### src/audio_codec_pkg.sv
// Register map, field widths, codec and sequencer enums, APB and frame event structs
`default_nettype none

package audio_codec_pkg;

    // ============================================================
    // Widths
    // ============================================================
    localparam int data_width      = 32;
    localparam int addr_width      = 8;
    localparam int frame_len_width = 16;
    localparam int count_width     = 32;
    localparam int irq_width       = 4;

    // ============================================================
    // Register byte offsets
    // ============================================================
    localparam logic [addr_width-1:0] reg_ctrl        = 8'h00;
    localparam logic [addr_width-1:0] reg_frame_len   = 8'h04;
    localparam logic [addr_width-1:0] reg_status      = 8'h08;
    localparam logic [addr_width-1:0] reg_irq_status  = 8'h0C;
    localparam logic [addr_width-1:0] reg_frame_count = 8'h10;
    localparam logic [addr_width-1:0] reg_start_count = 8'h14;

    // Control register fields
    localparam int ctrl_enable_bit     = 0;
    localparam int ctrl_start_bit      = 1;
    localparam int ctrl_soft_reset_bit = 2;
    localparam int ctrl_irq_enable_bit = 3;
    localparam int ctrl_mode_lsb       = 4;

    // Interrupt flag positions
    localparam int irq_frame_done_bit  = 0;
    localparam int irq_encode_done_bit = 1;
    localparam int irq_decode_done_bit = 2;
    localparam int irq_error_bit       = 3;

    // Status word positions
    localparam int status_idle_bit    = 0;
    localparam int status_encoder_bit = 1;
    localparam int status_decoder_bit = 2;
    localparam int status_busy_bit    = 4;
    localparam int status_error_bit   = 7;

    // ============================================================
    // Types
    // ============================================================
    typedef enum logic [1:0] {
        codec_mode_none     = 2'b00,
        codec_mode_encode   = 2'b01,
        codec_mode_decode   = 2'b10,
        codec_mode_reserved = 2'b11
    } codec_mode_e;

    typedef enum logic [1:0] {
        seq_idle  = 2'd0,
        seq_run   = 2'd1,
        seq_error = 2'd2
    } seq_state_e;

    typedef struct packed {
        logic [addr_width-1:0] paddr;
        logic                  psel;
        logic                  penable;
        logic                  pwrite;
        logic [data_width-1:0] pwdata;
    } apb_req_t;

    typedef struct packed {
        logic [data_width-1:0] prdata;
        logic                  pready;
        logic                  pslverr;
    } apb_rsp_t;

    typedef struct packed {
        logic                       enable;
        logic                       irq_enable;
        codec_mode_e                mode;
        logic [frame_len_width-1:0] frame_length;
    } codec_cfg_t;

    // Mode here is the one captured when the frame was started
    typedef struct packed {
        logic        done;
        logic        error;
        codec_mode_e mode;
    } frame_event_t;

endpackage

`default_nettype wire

### src/apb_reg_bank.sv
// APB slave with control and frame length registers, command pulses and read-back mux
`default_nettype none
`timescale 1ns/10ps

module apb_reg_bank import audio_codec_pkg::*; (
    input  wire  logic                   clk,
    input  wire  logic                   rst_n,
    input  wire  apb_req_t               apb_req,
    output apb_rsp_t                     apb_rsp,
    output codec_cfg_t                   cfg,
    output logic                         start,
    output logic                         soft_reset,
    output logic [irq_width-1:0]         irq_clear,
    input  wire  logic                   busy,
    input  wire  logic [irq_width-1:0]   irq_flags,
    input  wire  logic [count_width-1:0] frame_count,
    input  wire  logic [count_width-1:0] start_count
);

    logic                  access;
    logic                  wr_en;
    logic                  rd_en;
    logic [addr_width-1:0] offset;
    logic                  mapped;
    logic                  read_only;
    logic [data_width-1:0] status_word;
    logic [data_width-1:0] rdata;

    // Zero wait state access phase
    assign access = apb_req.psel & apb_req.penable;
    assign wr_en  = access & apb_req.pwrite;
    assign rd_en  = access & ~apb_req.pwrite;
    assign offset = apb_req.paddr;

    always_comb begin
        mapped    = 1'b1;
        read_only = 1'b0;
        case (offset)
            reg_ctrl, reg_frame_len, reg_irq_status: read_only = 1'b0;
            reg_status, reg_frame_count, reg_start_count: read_only = 1'b1;
            default: mapped = 1'b0;
        endcase
    end

    // ============================================================
    // Configuration registers and command pulses
    // ============================================================
    always_ff @(posedge clk or negedge rst_n) begin
        if (!rst_n) begin
            cfg        <= '0;
            start      <= 1'b0;
            soft_reset <= 1'b0;
            irq_clear  <= '0;
        end else begin
            // Commands last exactly one cycle
            start      <= 1'b0;
            soft_reset <= 1'b0;
            irq_clear  <= '0;
            if (wr_en) begin
                case (offset)
                    reg_ctrl: begin
                        cfg.enable     <= apb_req.pwdata[ctrl_enable_bit];
                        cfg.irq_enable <= apb_req.pwdata[ctrl_irq_enable_bit];
                        cfg.mode       <= codec_mode_e'(apb_req.pwdata[ctrl_mode_lsb +: 2]);
                        start          <= apb_req.pwdata[ctrl_start_bit];
                        soft_reset     <= apb_req.pwdata[ctrl_soft_reset_bit];
                    end
                    reg_frame_len: cfg.frame_length <= apb_req.pwdata[frame_len_width-1:0];
                    reg_irq_status: irq_clear <= apb_req.pwdata[irq_width-1:0];
                    default: ;
                endcase
            end
        end
    end

    always_comb begin
        status_word                     = '0;
        status_word[status_idle_bit]    = ~busy;
        status_word[status_encoder_bit] = (cfg.mode == codec_mode_encode);
        status_word[status_decoder_bit] = (cfg.mode == codec_mode_decode);
        status_word[status_busy_bit]    = busy;
        status_word[status_error_bit]   = irq_flags[irq_error_bit];
    end

    // ============================================================
    // Read-back
    // ============================================================
    always_comb begin
        rdata = '0;
        if (rd_en) begin
            case (offset)
                reg_ctrl: begin
                    // start and soft_reset always read as zero
                    rdata[ctrl_enable_bit]          = cfg.enable;
                    rdata[ctrl_irq_enable_bit]      = cfg.irq_enable;
                    rdata[ctrl_mode_lsb +: 2]       = cfg.mode;
                end
                reg_frame_len:   rdata[frame_len_width-1:0] = cfg.frame_length;
                reg_status:      rdata = status_word;
                reg_irq_status:  rdata[irq_width-1:0] = irq_flags;
                reg_frame_count: rdata = frame_count;
                reg_start_count: rdata = start_count;
                default: ;
            endcase
        end
    end

    assign apb_rsp.prdata  = rdata;
    assign apb_rsp.pready  = 1'b1;
    assign apb_rsp.pslverr = access & (~mapped | (apb_req.pwrite & read_only));

endmodule

`default_nettype wire

### src/frame_sequencer.sv
// Frame sequencer FSM that checks a start, runs the frame and reports done or error
`default_nettype none
`timescale 1ns/10ps

module frame_sequencer import audio_codec_pkg::*; (
    input  wire  logic       clk,
    input  wire  logic       rst_n,
    input  wire  codec_cfg_t cfg,
    input  wire  logic       start,
    input  wire  logic       soft_reset,
    input  wire  logic       expired,
    output logic             timer_load,
    output logic             busy,
    output frame_event_t     frame_event
);

    seq_state_e  state;
    seq_state_e  state_next;
    codec_mode_e mode_latched;
    logic        mode_valid;
    logic        start_ok;

    assign mode_valid = (cfg.mode == codec_mode_encode) || (cfg.mode == codec_mode_decode);
    assign start_ok   = mode_valid && (cfg.frame_length != '0);

    always_comb begin
        state_next        = state;
        timer_load        = 1'b0;
        frame_event.done  = 1'b0;
        frame_event.error = 1'b0;
        frame_event.mode  = mode_latched;
        case (state)
            seq_idle: begin
                // Starts while disabled are dropped
                if (start && cfg.enable) begin
                    if (start_ok) begin
                        timer_load = 1'b1;
                        state_next = seq_run;
                    end else begin
                        state_next = seq_error;
                    end
                end
            end
            seq_run: begin
                if (expired) begin
                    frame_event.done = 1'b1;
                    state_next       = seq_idle;
                end
            end
            seq_error: begin
                frame_event.error = 1'b1;
                state_next        = seq_idle;
            end
            default: state_next = seq_idle;
        endcase
    end

    always_ff @(posedge clk or negedge rst_n) begin
        if (!rst_n) begin
            state        <= seq_idle;
            mode_latched <= codec_mode_none;
        end else if (soft_reset) begin
            state <= seq_idle;
        end else begin
            state <= state_next;
            if (timer_load) begin
                mode_latched <= cfg.mode;
            end
        end
    end

    assign busy = (state == seq_run);

endmodule

`default_nettype wire

### src/frame_timer.sv
// Frame timer down-counter with a single expiry pulse
`default_nettype none
`timescale 1ns/10ps

module frame_timer import audio_codec_pkg::*; (
    input  wire  logic                       clk,
    input  wire  logic                       rst_n,
    input  wire  logic                       load,
    input  wire  logic [frame_len_width-1:0] frame_length,
    input  wire  logic                       soft_reset,
    output logic                             expired
);

    logic [frame_len_width-1:0] count;
    logic                       running;

    // expired goes high frame_length cycles after the load edge
    always_ff @(posedge clk or negedge rst_n) begin
        if (!rst_n) begin
            count   <= '0;
            running <= 1'b0;
            expired <= 1'b0;
        end else if (soft_reset) begin
            count   <= '0;
            running <= 1'b0;
            expired <= 1'b0;
        end else if (load) begin
            count   <= frame_length;
            running <= 1'b1;
            expired <= 1'b0;
        end else if (running) begin
            count <= count - 1'b1;
            if (count == 1) begin
                running <= 1'b0;
                expired <= 1'b1;
            end
        end else begin
            expired <= 1'b0;
        end
    end

endmodule

`default_nettype wire

### src/event_status_unit.sv
// Sticky interrupt flags, masked interrupt, completed frame and start counters
`default_nettype none
`timescale 1ns/10ps

module event_status_unit import audio_codec_pkg::*; (
    input  wire  logic                   clk,
    input  wire  logic                   rst_n,
    input  wire  frame_event_t           frame_event,
    input  wire  logic                   start,
    input  wire  logic                   soft_reset,
    input  wire  logic [irq_width-1:0]   irq_clear,
    input  wire  logic                   irq_enable,
    output logic [irq_width-1:0]         irq_flags,
    output logic [count_width-1:0]       frame_count,
    output logic [count_width-1:0]       start_count,
    output logic                         irq
);

    logic [irq_width-1:0] set_mask;

    always_comb begin
        set_mask = '0;
        if (frame_event.done) begin
            set_mask[irq_frame_done_bit]  = 1'b1;
            set_mask[irq_encode_done_bit] = (frame_event.mode == codec_mode_encode);
            set_mask[irq_decode_done_bit] = (frame_event.mode == codec_mode_decode);
        end
        set_mask[irq_error_bit] = frame_event.error;
    end

    // ============================================================
    // Flags and counters
    // ============================================================
    always_ff @(posedge clk or negedge rst_n) begin
        if (!rst_n) begin
            irq_flags <= '0;
        end else begin
            // A new event wins over a clear in the same cycle
            irq_flags <= (irq_flags & ~irq_clear) | set_mask;
        end
    end

    always_ff @(posedge clk or negedge rst_n) begin
        if (!rst_n) begin
            frame_count <= '0;
        end else if (soft_reset) begin
            frame_count <= '0;
        end else if (frame_event.done) begin
            frame_count <= frame_count + 1'b1;
        end
    end

    // Counts every start command, accepted or not
    always_ff @(posedge clk or negedge rst_n) begin
        if (!rst_n) begin
            start_count <= '0;
        end else if (start) begin
            start_count <= start_count + 1'b1;
        end
    end

    assign irq = irq_enable & (|irq_flags);

endmodule

`default_nettype wire

### src/audio_codec_top.sv
// Audio codec control top level joining register bank, sequencer, timer and status unit
`default_nettype none
`timescale 1ns/10ps

module audio_codec_top import audio_codec_pkg::*; (
    input  wire  logic     clk,
    input  wire  logic     rst_n,
    input  wire  apb_req_t apb_req,
    output apb_rsp_t       apb_rsp,
    output logic           irq
);

    codec_cfg_t             cfg;
    logic                   start;
    logic                   soft_reset;
    logic [irq_width-1:0]   irq_clear;
    logic                   timer_load;
    logic                   busy;
    frame_event_t           frame_event;
    logic                   expired;
    logic [irq_width-1:0]   irq_flags;
    logic [count_width-1:0] frame_count;
    logic [count_width-1:0] start_count;

    apb_reg_bank u_apb_reg_bank (
        .clk         (clk),
        .rst_n       (rst_n),
        .apb_req     (apb_req),
        .apb_rsp     (apb_rsp),
        .cfg         (cfg),
        .start       (start),
        .soft_reset  (soft_reset),
        .irq_clear   (irq_clear),
        .busy        (busy),
        .irq_flags   (irq_flags),
        .frame_count (frame_count),
        .start_count (start_count)
    );

    frame_sequencer u_frame_sequencer (
        .clk         (clk),
        .rst_n       (rst_n),
        .cfg         (cfg),
        .start       (start),
        .soft_reset  (soft_reset),
        .expired     (expired),
        .timer_load  (timer_load),
        .busy        (busy),
        .frame_event (frame_event)
    );

    frame_timer u_frame_timer (
        .clk          (clk),
        .rst_n        (rst_n),
        .load         (timer_load),
        .frame_length (cfg.frame_length),
        .soft_reset   (soft_reset),
        .expired      (expired)
    );

    event_status_unit u_event_status_unit (
        .clk         (clk),
        .rst_n       (rst_n),
        .frame_event (frame_event),
        .start       (start),
        .soft_reset  (soft_reset),
        .irq_clear   (irq_clear),
        .irq_enable  (cfg.irq_enable),
        .irq_flags   (irq_flags),
        .frame_count (frame_count),
        .start_count (start_count),
        .irq         (irq)
    );

endmodule

`default_nettype wire

### config.mk
export PLATFORM = sky130hd
export DESIGN_NAME = audio_codec_top
export DESIGN_NICKNAME = d
export VERILOG_FILES = /design/src/audio_codec_pkg.sv /design/src/apb_reg_bank.sv /design/src/frame_sequencer.sv /design/src/frame_timer.sv /design/src/event_status_unit.sv /design/src/audio_codec_top.sv
export SDC_FILE = /design/constraint.sdc
export NUM_CORES = 1
export LEC_CHECK = 0
export ABC_AREA = 1
export BUFFER_PORTS_ARGS = -buffer_cell sky130_fd_sc_hd__buf_2
export CAP_MARGIN = 20
export CORE_MARGIN = 5
export CORE_UTILIZATION = 40
export CTS_CLUSTER_SIZE = 20
export DETAILED_ROUTE_END_ITERATION = 12
export PLACE_DENSITY = 0.55
export SLEW_MARGIN = 0
export SYNTH_ARGS = -nofsm -noshare
export SYNTH_HDL_FRONTEND = slang
export SYNTH_SLANG_ARGS = --single-unit
### constraint.sdc
create_clock -name clk -period 3.15 [get_ports clk]
set_input_delay 0.315 -clock clk [delete_from_list [all_inputs] [get_ports clk]]
set_output_delay 0.315 -clock clk [all_outputs]
set_load 0.05 [all_outputs]
==> results of run 1 <==
-- metal layers --
metal  vias to the layer above  track usage
met4                         0       0.0456
li1                       3507            -
met3                        20       0.0449
met1                      3150        0.302
met5                         -            0
met2                       159        0.301
-- sequential cells by signal (all words and copies together), names as in the netlist --
signal,flops
u_frame_sequencer.mode_latched,2
u_event_status_unit.start_count,32
u_apb_reg_bank.irq_clear,4
u_frame_timer.expired,1
u_frame_sequencer.state,2
u_frame_timer.running,1
u_frame_timer.count,16
u_event_status_unit.irq_flags,4
u_apb_reg_bank.start,1
u_apb_reg_bank.cfg,20
u_event_status_unit.frame_count,32
u_apb_reg_bank.soft_reset,1
-- cell families (layout without fill, tap and decap cells) --
| logic type | after synthesis | in the layout |
|---|---|---|
| mux | 10 | 10 |
| other cells | 1 | 1 |
| xor+xnor | 28 | 28 |
| buf+inv | 159 | 242 |
| compound gates | 110 | 110 |
| simple gates | 625 | 625 |
| fa+ha+maj | 6 | 6 |
| flops | 116 | 116 |
-- timing repair --
item                      in CTS  in global routing
hold buffers                   1                  0
resized for setup              0                  0
hold endpoints to repair      41                  0
-- how the worst max path moves through the flow --
stage                      startpoint  slack (ns)          end  cells past startpoint
final                     apb_req[42]        0.89   apb_rsp[2]                     11
after global routing      apb_req[42]        0.65   apb_rsp[2]                     11
after CTS                 apb_req[42]        0.88   apb_rsp[2]                     11
after detailed placement  apb_req[42]        0.89   apb_rsp[2]                     11
after global placement    apb_req[42]        0.88   apb_rsp[2]                     11
after floorplan           apb_req[42]        0.97  apb_rsp[23]                      8
-- worst reg2reg max path: stages, from the launching register on --
cell and delay [ns]:
dfrtp_1 0.43, inv_1 0.07, ha_1 0.30, inv_1 0.05, buf_4 0.20, nand3_2 0.29, buf_4 0.29, nor2_4 0.23
nand2_1 0.08, a21oi_1 0.15
-- layout make-up --
class / instances / area [um^2] / area share
clock buffers: 17 / 425 / 0.0495
inverters: 134 / 505 / 0.0588
clock inverters: 15 / 183 / 0.0212
repair buffers: 76 / 433 / 0.0503
multi-input cells: 780 / 3860 / 0.449
well taps: 229 / 287 / 0.0333
flip-flops and latches: 116 / 2900 / 0.338
-- power by group --
part	switching, uW	internal [uW]
logic	127	61.7
registers	10.5	1500
clock network	767	1250
total	905	2810
-- synth_stat cells (11+ instances only) --
master,instances,area [um^2]
dfrtp_1,116,2900
nor3_1,31,155
o21ai_0,39,195
xor2_1,24,210
nand2_1,323,1210
nor2_1,122,458
nand3_1,65,325
nor2_2,11,68.8
nand4_1,27,169
inv_1,117,439
inv_2,15,56.3
nor2_4,12,135
a21oi_1,49,245
-- through the flow --
stage / instances / setup slack [ns] / hold slack, ns / util / total power [uW]
finish: 1367 / 0.890 / 0.123 / 0.475 / 3720
global route: 1367 / 0.646 / 0.110 / 0.475 / 3840
CTS: 1367 / 0.883 / 0.108 / 0.475 / 3760
detailed placement: 1334 / 0.888 / 0.370 / 0.441 / 1730
global placement: 1334 / 0.880 / 0.370 / 0.441 / 1730
floorplan: 1055 / 0.971 / 0.0194 / - / 1640
-- cells in the final DEF, fill, tap and decap left out, types with 2 or more instances in the layout --
master,netlist,layout
nand3b_1,7,7
buf_4,5,13
a21oi_1,49,49
nand3_1,65,65
nand4_1,27,27
clkinv_2,0,3
o211ai_1,3,3
dfrtp_1,116,116
mux2_4,8,8
xnor2_1,4,4
nor2_2,11,11
clkbuf_16,0,17
nand2_1,323,323
mux2_2,2,2
nand2_2,8,8
bufinv_16,0,3
o22ai_1,9,9
xor2_1,24,24
nor3_1,31,31
clkinv_4,0,6
nor3_2,6,6
ha_1,6,6
inv_6,0,2
buf_2,6,61
nor2_1,122,122
nor2_4,12,12
o21ai_1,6,6
o21ai_0,39,39
inv_2,15,15
nand3_2,9,9
inv_1,117,117
==> flow_metrics.py, run 1 <==
metrics = {
    "synthesis": {
        "synth_xor_area_frac": 0.0330,
        "synth_top_flop_cell": "dfrtp_1",
        "synth_area_um2": 7420,
        "synth_cells": 1055,
        "synth.ff_latch_count": 116,
        "synthMuxAreaShare": 0.0192,
        "synth_edf_count": 0,
        "synth-simple-area-share": 0.379,
        "synth_top_family_by_area": "simple AND/OR/NAND/NOR gates",
        "synth_adder_area_share": 0.0101,
        "synth_compound_area_frac": 0.0784,
        "async_reset_ff_frac": 1.00,
        "synth_cell_type_count": 40,
        "ys_seq_area_frac": 0.391,
        "avgSynthCellArea_um2": 7.03,
        "synth_nets": 1106,
        "ys.warnings.count": 0,
    },
    "routing": {
        "num_vias": 6836,
        "drcViolationCount": 0,
        "dr.max_layer_used": "met4",
        "drtIter0Drc": 536,
        "m1WireLength_um": 10600,
        "dr_wl_met3_um": 1120,
        "postRouteAntennaNets": 0,
        "met2WireLength_um": 9050,
        "wl_um": 21000,
        "first_pass_iters": 7,
        "avgRoutedWirePerCell_um": 15.3,
        "vias_per_cell": 5.00,
    },
    "floorplanning": {
        "num_rows": 49,
        "core-area_um2": 18100,
        "die_h_um": 146,
        "initial_utilization": 0.410,
        "dieArea_um2": 21400,
        "die_w_um": 146,
        "io_pins": 80,
    },
    "critical_path": {
        "crit_slowest_cell": "buf_2",
        "r2r_start": "u_apb_reg_bank.cfg[16]",
        "crit_chain": "buf_2, nor2_1, nand3_1, inv_1, nand2_2, inv_2, nand2_1, nand2_1, nor2_1, a21oi_1, buf_2",
        "crit_buf_inv": 4,
        "critical_path_required_ns": 2.83,
        "r2r_slack_ns": 0.98,
        "startpoint_type": "input port",
        "worstReg2RegEnd": "u_frame_timer.count[9]",
        "endpoint_kind": "output port",
        "crit_family": "buffers and inverters",
        "cp_max_fo": 18,
        "max_stage_delay_ns": 0.31,
        "r2r_cells": 9,
        "crit_type": "in -> out",
        "cp.arrival_ns": 1.94,
    },
    "global_routing": {
        "grt_pass1_vias": 6591,
        "grt_max_degree": 53,
        "grt_use_total": 0.203,
        "grt_overflow": 0,
        "grt_first_pass_wirelength_um": 35000,
        "antenna_found_initial": 0,
    },
    "timing": {
        "min_period_ns": 2.26,
        "setup_violations": 0,
        "worstMarginPinSlew_ns": 0.669,
        "fin_crit_sh": 0.717,
        "fmax_mhz": 443,
        "hold_violations": 0,
        "clock_skew_ns": 0.00557,
        "rsz0062_at_grt": "false",
        "drv_slew": 0,
        "setup_tns_ns": 0,
        "relSlewSlack": 0.554,
    },
    "hold_path": {
        "hold_end": "u_apb_reg_bank.cfg[7]",
        "min_delay_path_depth": 2,
        "min_from": "apb_req[7]",
        "hold_path.class": "in -> reg",
    },
    "power": {
        "peakVddDrop_uv": 353,
        "powerDensity_nw_per_um2": 432,
        "power_leakage_uw": 0.00421,
    },
    "placed_design": {
        "routabilityCongestion": 0.866,
        "dp_hpwl_um": 15800,
        "dpl_cell_area_um2": 7980,
        "portBuffers": 62,
    },
    "clock_network": {
        "post_cts_buffers": 0,
        "cts_root_buffer": "clkbuf_16",
        "clk_latency_ns": 0.42,
        "cts_buffers": 17,
        "path_clk_slew_ns": 0.06,
        "htreeDepth": 4,
        "cts_tree": "yes",
        "cts_sinks": 116,
        "cts_buffer_depth": 2,
    },
    "final_layout": {
        "antenna_cells": 0,
        "fin_area_um2": 8600,
        "area_growth_pct": 15.9,
        "fillers": 1863,
        "final_nets": 1176,
        "drive_above_1_share": 0.160,
    },
    "run": {
        "drv_cap": 0,
    },
    "run_status": {
        "status": "complete, no violations",
    },
}
Power figures use the tool's default switching activity.
==> inputs of run 2 (changes only) <==
--- a/config.mk
+++ b/config.mk
@@ -12,7 +12,7 @@
 export CORE_UTILIZATION = 40
 export CTS_CLUSTER_SIZE = 20
 export DETAILED_ROUTE_END_ITERATION = 12
-export PLACE_DENSITY = 0.55
+export PLACE_DENSITY = 0.57
 export SLEW_MARGIN = 0
 export SYNTH_ARGS = -nofsm -noshare
 export SYNTH_HDL_FRONTEND = slang
==> constraint.sdc (replaced) <==
create_clock -name clk -period 1.8 [get_ports clk]
set_input_delay 0.18 -clock clk [delete_from_list [all_inputs] [get_ports clk]]
set_output_delay 0.18 -clock clk [all_outputs]
set_load 0.05 [all_outputs]
==> flow_metrics.py, run 2 (synthesis gave the netlist of run 1 again) <==
metrics = {
    "power": {
        "peakVddDrop_uv": 657,
        "total_power_uw": 6300,
        "power_leakage_uw": 0.00450,
        "powerDensity_nw_per_um2": 680,
    },
    "placed_design": {
        "routabilityCongestion": 0.890,
        "dpl_cell_area_um2": 8390,
        "portBuffers": 62,
        "dp_hpwl_um": 16200,
        "dp_cells": 1373,
    },
    "routing": {
        "drtIter0Drc": 397,
        "num_vias": 7159,
        "first_pass_iters": 5,
        "vias_per_cell": 5.04,
        "wl_um": 21400,
        "postRouteAntennaNets": 0,
        "avgRoutedWirePerCell_um": 15.1,
        "drcViolationCount": 0,
    },
    "clock_network": {
        "path_clk_slew_ns": 0.05,
        "cts_sinks": 116,
        "cts_buffer_depth": 2,
        "cts_tree": "yes",
        "htreeDepth": 4,
        "cts_root_buffer": "clkbuf_16",
        "cts_buffers": 17,
        "clk_latency_ns": 0.42,
    },
    "final_layout": {
        "fin_area_um2": 9270,
        "antenna_cells": 0,
        "final_nets": 1230,
        "drive_above_1_share": 0.212,
        "mostFrequentLayoutCells": "320 x nand2_1, 116 x nor2_1, 115 x inv_1",
        "area_growth_pct": 24.9,
        "instances_no_fill": 1420,
        "final_common_cell": "nand2_1",
        "reg.largest.list": "u_event_status_unit.frame_count (32), u_event_status_unit.start_count (32), u_apb_reg_bank.cfg (20)",
    },
    "timing": {
        "fin_crit_sh": 1.01,
        "fmax_mhz": 552,
        "min_period_ns": 1.81,
        "drv_slew": 0,
        "rsz0062_at_grt": "true",
        "hold_violations": 0,
        "fin_ws_ns": -0.0108,
        "clock_skew_ns": 0.00496,
        "setup_violations": 1,
    },
    "global_routing": {
        "grt_max_degree": 61,
        "grt_pass1_vias": 7043,
        "antenna_found_initial": 0,
        "grt_first_pass_wirelength_um": 35600,
        "grt_use_total": 0.203,
        "grt_overflow": 0,
    },
    "floorplanning": {
        "io_pins": 80,
        "die_h_um": 146,
        "initial_utilization": 0.410,
        "num_rows": 49,
        "dieArea_um2": 21400,
        "die_w_um": 146,
        "core-area_um2": 18100,
    },
    "critical_path": {
        "startpoint_type": "flop",
        "endpoint_kind": "output port",
        "crit_type": "reg -> out",
        "cp.arrival_ns": 1.63,
        "critical_path_required_ns": 1.62,
        "cp_max_fo": 3,
    },
    "run_status": {
        "status": "complete, but fails checks",
        "violations": "setup timing",
    },
    "run": {
        "drv_cap": 0,
    },
    "hold_path": {
        "hold_path.class": "in -> reg",
    },
}
## run 2: worst paths after layout
check,from,end,cells after the start,slack [ns]
setup / recovery,u_apb_reg_bank.cfg[17],apb_rsp[3],7,-0.01
hold / removal,apb_req[14],u_apb_reg_bank.cfg[14],2,0.02
setup reg to reg,u_event_status_unit.start_count[1],u_event_status_unit.start_count[20],9,0.10
hold reg to reg,u_apb_reg_bank.irq_clear[0],u_event_status_unit.irq_flags[0],1,0.41
max in group asynchronous,rst_n,u_event_status_unit.start_count[8],3,1.17
min in group asynchronous,rst_n,u_event_status_unit.irq_flags[0],3,0.31
## run 2: through the flow
| stage | setup slack [ns] | util | TNS [ns] | hold WS (ns) |
|---|---|---|---|---|
| after floorplan | -0.00724 | - | -0.0724 | -0.116 |
| after global placement | -0.0801 | 0.464 | -0.159 | 0.225 |
| after detailed placement | -0.0882 | 0.464 | -0.323 | 0.227 |
| after CTS | -0.00501 | 0.504 | -0.00501 | 0.0171 |
| after global routing | -0.0951 | 0.512 | -0.243 | 0.0108 |
| final | -0.0108 | 0.512 | -0.0108 | 0.0249 |
## run 2: final cells by class
| class | instances | area (um^2) |
|---|---|---|
| Fill cell | 1792 | 8820 |
| Multi-Input combinational cell | 780 | 3970 |
| Sequential cell | 116 | 2910 |
| Timing Repair Buffer | 130 | 1040 |
| Inverter | 134 | 508 |
| Clock buffer | 20 | 447 |
| Tap cell | 229 | 287 |
| Clock inverter | 11 | 111 |
## run 2: critical path, stage by stage (launching register included)
cell	delay, ns
dfrtp_1	0.42
inv_2	0.12
ha_4	0.14
nand2_2	0.04
o211ai_1	0.10
nor2_1	0.07
nor2_1	0.15
buf_6	0.18
## run 2: repair_timing
| action | in CTS | in global routing |
|---|---|---|
| buffers inserted | 1 | 5 |
| endpoints found under the hold margin | 125 | 0 |
| hold buffers | 10 | 0 |
| resized for setup | 22 | 40 |
| setup endpoints to repair | 21 | 51 |
| pin swaps | 1 | 5 |
## run 2: power by group
part,leakage [uW],internal [uW],switching [uW]
logic,0.00261,140,239
clock network,0.000279,2050,1240
registers,0.00162,2630,13.5
## run 2: per-layer routing
| metal | part of all wire | vias up | wire length, um | GRT usage |
|---|---|---|---|---|
| li1 | - | 3620 | - | - |
| met1 | 0.47 | 3385 | 10100 | 0.276 |
| met2 | 0.47 | 135 | 10100 | 0.338 |
| met3 | 0.041 | 19 | 872 | 0.0406 |
| met4 | 0.013 | 0 | 272 | 0.0461 |
| met5 | 0 | - | 0 | 0 |
